<file path="src/rtl/axi_trn_pkg.sv">
`default_nettype none

package axi_trn_pkg;

  // ------------------------------
  // Beat geometry
  // ------------------------------

  // One beat carries two dwords
  localparam int data_w = 64;

  // One strobe per data byte
  localparam int strb_w = data_w / 8;

  // Remainder flags a half-full last beat
  localparam int rem_w = 1;

  // AXI sideband bits carried in tuser
  localparam int user_w = 4;

  // ------------------------------
  // Vector types
  // ------------------------------

  typedef logic [data_w-1:0] tdata_t;
  typedef logic [strb_w-1:0] tstrb_t;
  typedef logic [user_w-1:0] tuser_t;
  typedef logic [rem_w-1:0]  trem_t;

  // ------------------------------
  // tuser bit positions
  // ------------------------------

  // ECRC generate request
  localparam int user_ecrc_bit   = 0;
  // Error forward poisons the TLP
  localparam int user_errfwd_bit = 1;
  // Streaming mode enable
  localparam int user_str_bit    = 2;
  // Source discontinue
  localparam int user_dsc_bit    = 3;

endpackage

`default_nettype wire
</file>
<file path="src/rtl/axi_trn_tx_bridge.sv">
`timescale 1ns/1ps
`default_nettype none

module axi_trn_tx_bridge (
  input  logic                com_iclk,
  input  logic                com_sysrst,
  // AXI-Stream transmit input
  input  axi_trn_pkg::tdata_t s_axis_tx_tdata,
  input  logic                s_axis_tx_tvalid,
  input  logic                s_axis_tx_tlast,
  input  axi_trn_pkg::tstrb_t s_axis_tx_tstrb,
  input  axi_trn_pkg::tuser_t s_axis_tx_tuser,
  output logic                s_axis_tx_tready,
  // TRN transmit output
  output axi_trn_pkg::tdata_t trn_td,
  output logic                trn_tsof,
  output logic                trn_teof,
  output logic                trn_tsrc_rdy,
  output logic                trn_tsrc_dsc,
  output logic                trn_terrfwd,
  output logic                trn_tstr,
  output logic                trn_tecrc_gen,
  output axi_trn_pkg::trem_t  trn_trem,
  input  logic                trn_tdst_rdy,
  input  logic                trn_lnk_up
);

  import axi_trn_pkg::*;

  // Registered beat between pipeline and format stage
  tdata_t reg_tdata;
  logic   reg_tvalid;
  tstrb_t reg_tstrb;
  logic   reg_tlast;
  tuser_t reg_tuser;

  // Link control back to the pipeline
  logic   trn_disable;

  // ------------------------------
  // Input register stage
  // ------------------------------

  tx_prev_pipeline i_pipeline (
    .com_iclk         (com_iclk),
    .com_sysrst       (com_sysrst),
    .s_axis_tx_tdata  (s_axis_tx_tdata),
    .s_axis_tx_tvalid (s_axis_tx_tvalid),
    .s_axis_tx_tstrb  (s_axis_tx_tstrb),
    .s_axis_tx_tlast  (s_axis_tx_tlast),
    .s_axis_tx_tuser  (s_axis_tx_tuser),
    .tready           (s_axis_tx_tready),
    .trn_tdst_rdy     (trn_tdst_rdy),
    .trn_disable      (trn_disable),
    .reg_tdata        (reg_tdata),
    .reg_tvalid       (reg_tvalid),
    .reg_tstrb        (reg_tstrb),
    .reg_tlast        (reg_tlast),
    .reg_tuser        (reg_tuser),
    .trn_tsrc_rdy     (trn_tsrc_rdy)
  );

  // Link and flush handling that owns tready
  tx_link_ctrl i_link_ctrl (
    .com_iclk         (com_iclk),
    .com_sysrst       (com_sysrst),
    .s_axis_tx_tvalid (s_axis_tx_tvalid),
    .s_axis_tx_tlast  (s_axis_tx_tlast),
    .trn_tsrc_rdy     (trn_tsrc_rdy),
    .trn_tdst_rdy     (trn_tdst_rdy),
    .trn_lnk_up       (trn_lnk_up),
    .tready           (s_axis_tx_tready),
    .trn_disable      (trn_disable)
  );

  // TRN format of the registered beat
  trn_tx_format i_format (
    .com_iclk      (com_iclk),
    .com_sysrst    (com_sysrst),
    .reg_tdata     (reg_tdata),
    .reg_tvalid    (reg_tvalid),
    .reg_tstrb     (reg_tstrb),
    .reg_tlast     (reg_tlast),
    .reg_tuser     (reg_tuser),
    .trn_tsrc_rdy  (trn_tsrc_rdy),
    .trn_tdst_rdy  (trn_tdst_rdy),
    .trn_lnk_up    (trn_lnk_up),
    .trn_td        (trn_td),
    .trn_tsof      (trn_tsof),
    .trn_teof      (trn_teof),
    .trn_trem      (trn_trem),
    .trn_tsrc_dsc  (trn_tsrc_dsc),
    .trn_terrfwd   (trn_terrfwd),
    .trn_tstr      (trn_tstr),
    .trn_tecrc_gen (trn_tecrc_gen)
  );

endmodule

`default_nettype wire

</file>
<file path="src/rtl/tx_link_ctrl.sv">
`timescale 1ns/1ps
`default_nettype none

module tx_link_ctrl (
  input  logic com_iclk,
  input  logic com_sysrst,
  // AXI source side
  input  logic s_axis_tx_tvalid,
  input  logic s_axis_tx_tlast,
  // TRN handshake and link state
  input  logic trn_tsrc_rdy,
  input  logic trn_tdst_rdy,
  input  logic trn_lnk_up,
  // Registered AXI ready
  output logic tready,
  // Blocks trn_tsrc_rdy while high
  output logic trn_disable
);

  // Accepted AXI beat, and the one that ends a packet
  logic axi_beat_live;
  logic axi_end_packet;

  // AXI side is between a first and a last beat
  logic axi_in_packet;

  // Draining a packet cut by a link drop
  logic flush_axi;

  assign axi_beat_live  = s_axis_tx_tvalid && tready;
  assign axi_end_packet = axi_beat_live && s_axis_tx_tlast;

  // ------------------------------
  // AXI packet tracking
  // ------------------------------

  always_ff @(posedge com_iclk) begin
    if (com_sysrst) begin
      axi_in_packet <= 1'b0;
    end else if (axi_beat_live) begin
      // Open on any non-last beat, close on the last one
      axi_in_packet <= !s_axis_tx_tlast;
    end
  end

  // ------------------------------
  // Flush on link drop
  // ------------------------------

  always_ff @(posedge com_iclk) begin
    if (com_sysrst) begin
      flush_axi <= 1'b0;
    end else if (axi_in_packet && !trn_lnk_up && !axi_end_packet) begin
      // Packet cut in half; swallow the rest of it
      flush_axi <= 1'b1;
    end else if (axi_end_packet) begin
      flush_axi <= 1'b0;
    end
  end

  // ------------------------------
  // tready generation
  // ------------------------------

  always_ff @(posedge com_iclk) begin
    if (com_sysrst) begin
      tready <= 1'b0;
    end else if (flush_axi && !axi_end_packet) begin
      // Drain the cut packet at full rate
      tready <= 1'b1;
    end else if (trn_lnk_up) begin
      // Follow the sink while busy
      // Idle TRN side keeps the pipeline primed
      tready <= trn_tdst_rdy || !trn_tsrc_rdy;
    end else begin
      // Link down and nothing to drain
      tready <= 1'b0;
    end
  end

  // ------------------------------
  // TRN disable
  // ------------------------------

  // Set from a link drop until AXI is ready again with no flush, which
  // leaves the previous-value buffer refilled before TRN restarts
  always_ff @(posedge com_iclk) begin
    if (com_sysrst) begin
      trn_disable <= 1'b1;
    end else if (!trn_lnk_up) begin
      trn_disable <= 1'b1;
    end else if (!flush_axi && tready) begin
      trn_disable <= 1'b0;
    end
  end

endmodule

`default_nettype wire

</file>
<file path="src/rtl/tx_prev_pipeline.sv">
`timescale 1ns/1ps
`default_nettype none

module tx_prev_pipeline (
  input  logic                com_iclk,
  input  logic                com_sysrst,
  // AXI-Stream beat from the source
  input  axi_trn_pkg::tdata_t s_axis_tx_tdata,
  input  logic                s_axis_tx_tvalid,
  input  axi_trn_pkg::tstrb_t s_axis_tx_tstrb,
  input  logic                s_axis_tx_tlast,
  input  axi_trn_pkg::tuser_t s_axis_tx_tuser,
  // Registered tready from the link control
  input  logic                tready,
  input  logic                trn_tdst_rdy,
  input  logic                trn_disable,
  // Registered beat towards the format stage
  output axi_trn_pkg::tdata_t reg_tdata,
  output logic                reg_tvalid,
  output axi_trn_pkg::tstrb_t reg_tstrb,
  output logic                reg_tlast,
  output axi_trn_pkg::tuser_t reg_tuser,
  output logic                trn_tsrc_rdy
);

  import axi_trn_pkg::*;

  // Previous-value buffer
  tdata_t tdata_prev;
  logic   tvalid_prev;
  tstrb_t tstrb_prev;
  logic   tlast_prev;
  tuser_t tuser_prev;

  // Buffer selection flags
  logic data_hold;
  logic data_prev;

  // ------------------------------
  // Previous-value buffer
  // ------------------------------

  // tready is registered, so the sink's throttle reaches the source a
  // cycle late; the beat taken in that cycle is parked here
  always_ff @(posedge com_iclk) begin
    if (com_sysrst) begin
      tvalid_prev <= 1'b0;
    end else if (tready) begin
      tvalid_prev <= s_axis_tx_tvalid;
    end
  end

  always_ff @(posedge com_iclk) begin
    if (tready) begin
      tdata_prev <= s_axis_tx_tdata;
      tstrb_prev <= s_axis_tx_tstrb;
      tlast_prev <= s_axis_tx_tlast;
      tuser_prev <= s_axis_tx_tuser;
    end
  end

  // ------------------------------
  // Hold / previous / current
  // ------------------------------

  // Hold while a TRN beat is offered and not taken
  assign data_hold = trn_tsrc_rdy && !trn_tdst_rdy;

  // Cycle after a hold replays the parked beat
  always_ff @(posedge com_iclk) begin
    if (com_sysrst) begin
      data_prev <= 1'b0;
    end else begin
      data_prev <= data_hold;
    end
  end

  // Valid bit of the output register
  always_ff @(posedge com_iclk) begin
    if (com_sysrst) begin
      reg_tvalid <= 1'b0;
    end else if (!data_hold) begin
      reg_tvalid <= data_prev ? tvalid_prev : s_axis_tx_tvalid;
    end
  end

  // Payload follows the same selection
  always_ff @(posedge com_iclk) begin
    if (!data_hold) begin
      if (data_prev) begin
        reg_tdata <= tdata_prev;
        reg_tstrb <= tstrb_prev;
        reg_tlast <= tlast_prev;
        reg_tuser <= tuser_prev;
      end else begin
        reg_tdata <= s_axis_tx_tdata;
        reg_tstrb <= s_axis_tx_tstrb;
        reg_tlast <= s_axis_tx_tlast;
        reg_tuser <= s_axis_tx_tuser;
      end
    end
  end

  // Offer a beat only while the TRN side is enabled
  assign trn_tsrc_rdy = reg_tvalid && !trn_disable;

endmodule

`default_nettype wire

</file>
<file path="src/rtl/trn_tx_format.sv">
`timescale 1ns/1ps
`default_nettype none

module trn_tx_format (
  input  logic                com_iclk,
  input  logic                com_sysrst,
  // Registered beat from the pipeline stage
  input  axi_trn_pkg::tdata_t reg_tdata,
  input  logic                reg_tvalid,
  input  axi_trn_pkg::tstrb_t reg_tstrb,
  input  logic                reg_tlast,
  input  axi_trn_pkg::tuser_t reg_tuser,
  // TRN handshake and link state
  input  logic                trn_tsrc_rdy,
  input  logic                trn_tdst_rdy,
  input  logic                trn_lnk_up,
  // TRN beat
  output axi_trn_pkg::tdata_t trn_td,
  output logic                trn_tsof,
  output logic                trn_teof,
  output axi_trn_pkg::trem_t  trn_trem,
  // TRN sideband
  output logic                trn_tsrc_dsc,
  output logic                trn_terrfwd,
  output logic                trn_tstr,
  output logic                trn_tecrc_gen
);

  import axi_trn_pkg::*;

  // High between a non-last sof transfer and the eof transfer
  logic trn_in_packet;

  // ------------------------------
  // Data path conversion
  // ------------------------------

  // Upper AXI dword goes to the TRN low half
  assign trn_td = {reg_tdata[data_w/2-1:0], reg_tdata[data_w-1:data_w/2]};

  // Strobe of byte 7 tells whether the upper dword is live
  assign trn_trem = reg_tstrb[strb_w-1];

  assign trn_teof = reg_tlast;

  // Sideband mapping
  assign trn_tecrc_gen = reg_tuser[user_ecrc_bit];
  assign trn_terrfwd   = reg_tuser[user_errfwd_bit];
  assign trn_tstr      = reg_tuser[user_str_bit];
  assign trn_tsrc_dsc  = reg_tuser[user_dsc_bit];

  // ------------------------------
  // Start of packet
  // ------------------------------

  // Any valid beat outside a packet opens one
  assign trn_tsof = reg_tvalid && !trn_in_packet;

  always_ff @(posedge com_iclk) begin
    if (com_sysrst) begin
      trn_in_packet <= 1'b0;
    end else if (!trn_lnk_up) begin
      // Link loss abandons the packet on the TRN side
      trn_in_packet <= 1'b0;
    end else if (trn_tsrc_rdy && trn_tdst_rdy) begin
      // Only an accepted beat moves the packet state
      if (trn_teof) begin
        trn_in_packet <= 1'b0;
      end else if (trn_tsof) begin
        trn_in_packet <= 1'b1;
      end
    end
  end

endmodule

`default_nettype wire

</file>
<file path="config.mk">
export PLATFORM = sky130hd
export DESIGN_NAME = axi_trn_tx_bridge
export DESIGN_NICKNAME = d
export VERILOG_FILES = /design/src/rtl/axi_trn_pkg.sv /design/src/rtl/axi_trn_tx_bridge.sv /design/src/rtl/tx_link_ctrl.sv /design/src/rtl/tx_prev_pipeline.sv /design/src/rtl/trn_tx_format.sv
export SDC_FILE = /design/constraint.sdc
export NUM_CORES = 1
export LEC_CHECK = 0
export BUFFER_PORTS_ARGS = -buffer_cell sky130_fd_sc_hd__buf_2
export CORE_ASPECT_RATIO = 0.75
export CORE_UTILIZATION = 43
export DETAILED_ROUTE_END_ITERATION = 12
export GPL_ROUTABILITY_DRIVEN = 0
export GPL_TIMING_DRIVEN = 1
export PLACE_DENSITY = 0.71
export RECOVER_POWER = 100
export SLEW_MARGIN = 30
export SYNTH_ARGS = -nofsm -noshare
export SYNTH_HDL_FRONTEND = slang
export SYNTH_SLANG_ARGS = --single-unit
</file>
<file path="constraint.sdc">
create_clock -name com_iclk -period 2.5 [get_ports com_iclk]
set_clock_uncertainty 0.2 [all_clocks]
set_input_delay 0.5 -clock com_iclk [delete_from_list [all_inputs] [get_ports com_iclk]]
set_output_delay 0.5 -clock com_iclk [all_outputs]
set_load 0.01 [all_outputs]
</file>
==> flow_results.xml <==
<?xml version="1.0" encoding="UTF-8"?>
<metrics>
  <group name="outcome">
    <metric name="outcome" unit="">complete, no violations</metric>
  </group>
  <group name="hold_path">
    <metric name="min-delay-path-class" unit="">in -&gt; reg</metric>
    <metric name="min_delay_src" unit="">s_axis_tx_tdata[41]</metric>
    <metric name="timing.hold.worst_endpoint" unit="">i_pipeline.tdata_prev[41]</metric>
    <metric name="worst_hold_path.num_cells" unit="">1</metric>
  </group>
  <group name="yosys">
    <metric name="synthTopCellsByCount" unit="">edfxtp_1, mux2_1, dfxtp_1</metric>
    <metric name="most_area_consuming_cells_after_synthesis" unit="">edfxtp_1, mux2_1, dfxtp_1</metric>
    <metric name="synthesized_netlist_net_count" unit="">329</metric>
    <metric name="synth_largest_type_area_fraction" unit="%">78.5</metric>
    <metric name="postSynthCellCount" unit="">247</metric>
    <metric name="post-synth-top-area-cell" unit="">edfxtp_1</metric>
    <metric name="synth-edff-count" unit="">140</metric>
    <metric name="proportion_of_register_bits_with_asynchronous_set_or_reset_after_synthesis" unit="%">0</metric>
    <metric name="ys_dominant_reg_cell" unit="">edfxtp_1</metric>
    <metric name="synth.lib_cells_used.distinct" unit="">18</metric>
    <metric name="ys_ff_latch" unit="">148</metric>
    <metric name="synth_area" unit="sq um">5360</metric>
    <metric name="synth_sequential_area_ratio" unit="%">81.5</metric>
    <metric name="synthesis.area_per_instance" unit="sq um">21.7</metric>
    <metric name="synthMostInstantiatedCell" unit="">edfxtp_1</metric>
    <metric name="synthesis.yosys.warnings" unit="">0</metric>
  </group>
  <group name="global_routing">
    <metric name="grt_antenna_before_repair" unit="">0</metric>
    <metric name="grt_pass1_wl" unit="mm">15.3</metric>
    <metric name="grt_use_total" unit="%">16.2</metric>
    <metric name="via_count_of_the_first_global_routing_pass" unit="">2966</metric>
    <metric name="grt_max_degree" unit="">40</metric>
    <metric name="globalRouteOverflowTotal" unit="">0</metric>
  </group>
  <group name="cells_and_area">
    <metric name="post-route-util" unit="%">56.6</metric>
    <metric name="antenna_cells_inserted" unit="">0</metric>
    <metric name="layout.filler_cells" unit="">992</metric>
    <metric name="drive_gt1_share" unit="%">17.0</metric>
    <metric name="area_growth_syn_to_layout" unit="%">25.5</metric>
    <metric name="final_cells" unit="">585</metric>
    <metric name="num-nets-final" unit="">493</metric>
    <metric name="post-route-cell-area" unit="sq um">6720</metric>
  </group>
  <group name="drt">
    <metric name="vias" unit="">2817</metric>
    <metric name="detail_route.wirelength" unit="mm">9.95</metric>
    <metric name="post_drt_via_cell_ratio" unit="">4.82</metric>
    <metric name="drt_drc_violations_left" unit="">0</metric>
    <metric name="drtIter0Drc" unit="">147</metric>
    <metric name="route.antenna.remaining_nets" unit="">0</metric>
    <metric name="drt_first_pass_iters" unit="">4</metric>
    <metric name="routedWlPerCell" unit="um">17.0</metric>
  </group>
  <group name="pwr">
    <metric name="pwr_density" unit="nW/um^2">825</metric>
    <metric name="vdd.ir_drop.worst" unit="mV">0.460</metric>
    <metric name="power.static_leakage" unit="nW">2.38</metric>
  </group>
  <group name="sta">
    <metric name="final_period_minus_worst_setup_slack" unit="ns">2.05</metric>
    <metric name="total_negative_setup_slack" unit="ns">0</metric>
    <metric name="fin_worst_hold_slack" unit="ns">0.0836</metric>
    <metric name="timing_worst_slew_pin_value" unit="ns">0.793</metric>
    <metric name="hold_viol" unit="">0</metric>
    <metric name="crit_share_post_route" unit="%">81.9</metric>
    <metric name="finalMaxSlewViolations" unit="">0</metric>
    <metric name="relSlewSlack" unit="%">47.1</metric>
    <metric name="rsz0062_at_grt" unit="">no</metric>
    <metric name="setup_viol" unit="">0</metric>
    <metric name="fmaxAchievable" unit="GHz">0.489</metric>
  </group>
  <group name="floorplanning">
    <metric name="die-area" unit="sq um">12900</metric>
    <metric name="placeableCoreArea" unit="sq um">11900</metric>
    <metric name="rows" unit="">34</metric>
    <metric name="die_w" unit="um">131</metric>
    <metric name="die_y" unit="um">98.6</metric>
    <metric name="io-pin-count" unit="">155</metric>
    <metric name="start_util" unit="%">45.1</metric>
  </group>
  <group name="clocking">
    <metric name="cts_max_path_buffers" unit="">2</metric>
    <metric name="cts_buffers" unit="">17</metric>
    <metric name="tritoncts" unit="">built</metric>
    <metric name="worst_setup_hold_path_clk_slew" unit="ns">0.06</metric>
    <metric name="clock-sinks" unit="">148</metric>
    <metric name="postCtsSetupBuffers" unit="">0</metric>
    <metric name="clock_tree.root_cell" unit="">clkbuf_16</metric>
    <metric name="post_cts.resized_instances" unit="">0</metric>
    <metric name="clk-insertion-delay-late" unit="ns">0.40</metric>
    <metric name="h-tree-depth" unit="">4</metric>
    <metric name="cts_hold_buf" unit="">0</metric>
  </group>
  <group name="place">
    <metric name="dp.final_hpwl" unit="mm">6.45</metric>
    <metric name="dpl-instance-area" unit="sq um">6310</metric>
    <metric name="dpl.cell_count" unit="">554</metric>
    <metric name="portBuffers" unit="">147</metric>
  </group>
  <group name="critical_path">
    <metric name="setup.reg_to_reg.worst_slack" unit="ns">0.45</metric>
    <metric name="worstPathRequired" unit="ns">2.45</metric>
    <metric name="crit_path_max_fanout" unit="">23</metric>
    <metric name="timing.critical_path.slowest_stage_cell" unit="">clkbuf_1</metric>
    <metric name="critPathLaunchType" unit="">flop</metric>
    <metric name="rr_startpoint" unit="">i_pipeline.data_prev</metric>
    <metric name="ff2ff_path_depth" unit="">2</metric>
    <metric name="worstSetupEndpointType" unit="">flop</metric>
    <metric name="worst_path_largest_cell_delay" unit="ns">0.62</metric>
    <metric name="cp-startpoint" unit="">i_pipeline.data_prev</metric>
    <metric name="critical_path_arrival" unit="ns">1.99</metric>
    <metric name="r2r-end" unit="">i_pipeline.reg_tdata[13]</metric>
    <metric name="worstPathCellList" unit="">clkbuf_1, mux2_1</metric>
    <metric name="timing.setup.critical_path_class" unit="">reg -&gt; reg</metric>
  </group>
  <group name="flow_run">
    <metric name="cap_violations" unit="">0</metric>
  </group>
</metrics>
-- flip-flops by register name, summed over array words and instances (netlist names) --
register,flops
i_pipeline.tstrb_prev,1
i_pipeline.tvalid_prev,1
i_pipeline.tlast_prev,1
i_pipeline.tdata_prev,64
i_pipeline.reg_tlast,1
i_pipeline.reg_tuser,4
i_pipeline.data_prev,1
i_format.trn_in_packet,1
i_link_ctrl.flush_axi,1
i_pipeline.reg_tstrb,1
i_link_ctrl.tready,1
i_pipeline.reg_tdata,64
i_link_ctrl.axi_in_packet,1
i_link_ctrl.trn_disable,1
i_pipeline.tuser_prev,4
i_pipeline.reg_tvalid,1
-- layer usage --
layer,part of all wire [%],GRT usage [%],vias up
met5,0,0,-
met4,0.87,5.57,0
li1,-,-,1305
met2,45,24.6,109
met1,46,21.2,1390
met3,8.1,6.41,13
-- worst max-delay path, delay by kind of cell (launching register included) --
family,cells,cell delay (ns)
muxes,1,0.39
buffers and inverters,1,0.62
DFF,1,0.56
-- stage by stage --
step / total power, mW / setup WS (ns)
after detailed placement: 3.22 / 0.402
final: 5.54 / 0.454
after global routing: 5.72 / 0.323
after CTS: 5.63 / 0.638
after global placement: 3.20 / 0.369
after floorplan: 3.05 / 0.527
-- worst max path at each step --
stage	endpoint	cells after the start
floorplan	i_link_ctrl.tready	2
global placement	i_pipeline.reg_tdata[54]	2
detailed placement	i_link_ctrl.tready	4
CTS	i_pipeline.reg_tdata[2]	2
global route	i_pipeline.reg_tdata[56]	2
finish	i_pipeline.reg_tdata[13]	2
-- layout by cell type (no fill, tap or decap), drive strengths merged, types with 2 or more instances in the layout --
master	Yosys	routed
mux2	70	70
mux2i	2	2
dfxtp	8	8
clkinv	0	6
nor2b	6	6
a21oi	2	2
nor2	2	2
bufinv	0	2
clkbuf	0	133
buf	8	42
edfxtp	140	140
-- power breakdown --
group	leakage, nW	total [mW]	switching, mW	internal [mW]
clock network	0.266	2.40	0.938	1.46
registers	1.47	2.90	0.0438	2.86
logic	0.652	0.242	0.143	0.0996
total	2.38	5.54	1.12	4.42
-- final cells by class --
class,count,area (sq um),share of cell area (%)
clock buffer,22,444,6.61
clock inverter,9,108,1.60
inverter,1,3.75,0.0559
multi-input combinational,90,930,13.8
sequential,148,4370,65.1
tap,162,203,3.02
timing repair buffer,153,659,9.81
-- kinds of logic after synthesis --
logic type / Yosys count / synth area share [%]
AO/OA/AOI/OAI: 7 / 0.888
buffers and inverters: 9 / 1.14
flip-flops: 148 / 81.5
multiplexers: 72 / 15.1
AND/OR/NAND/NOR: 11 / 1.38
No activity file was read; power rests on OpenSTA's default activity.
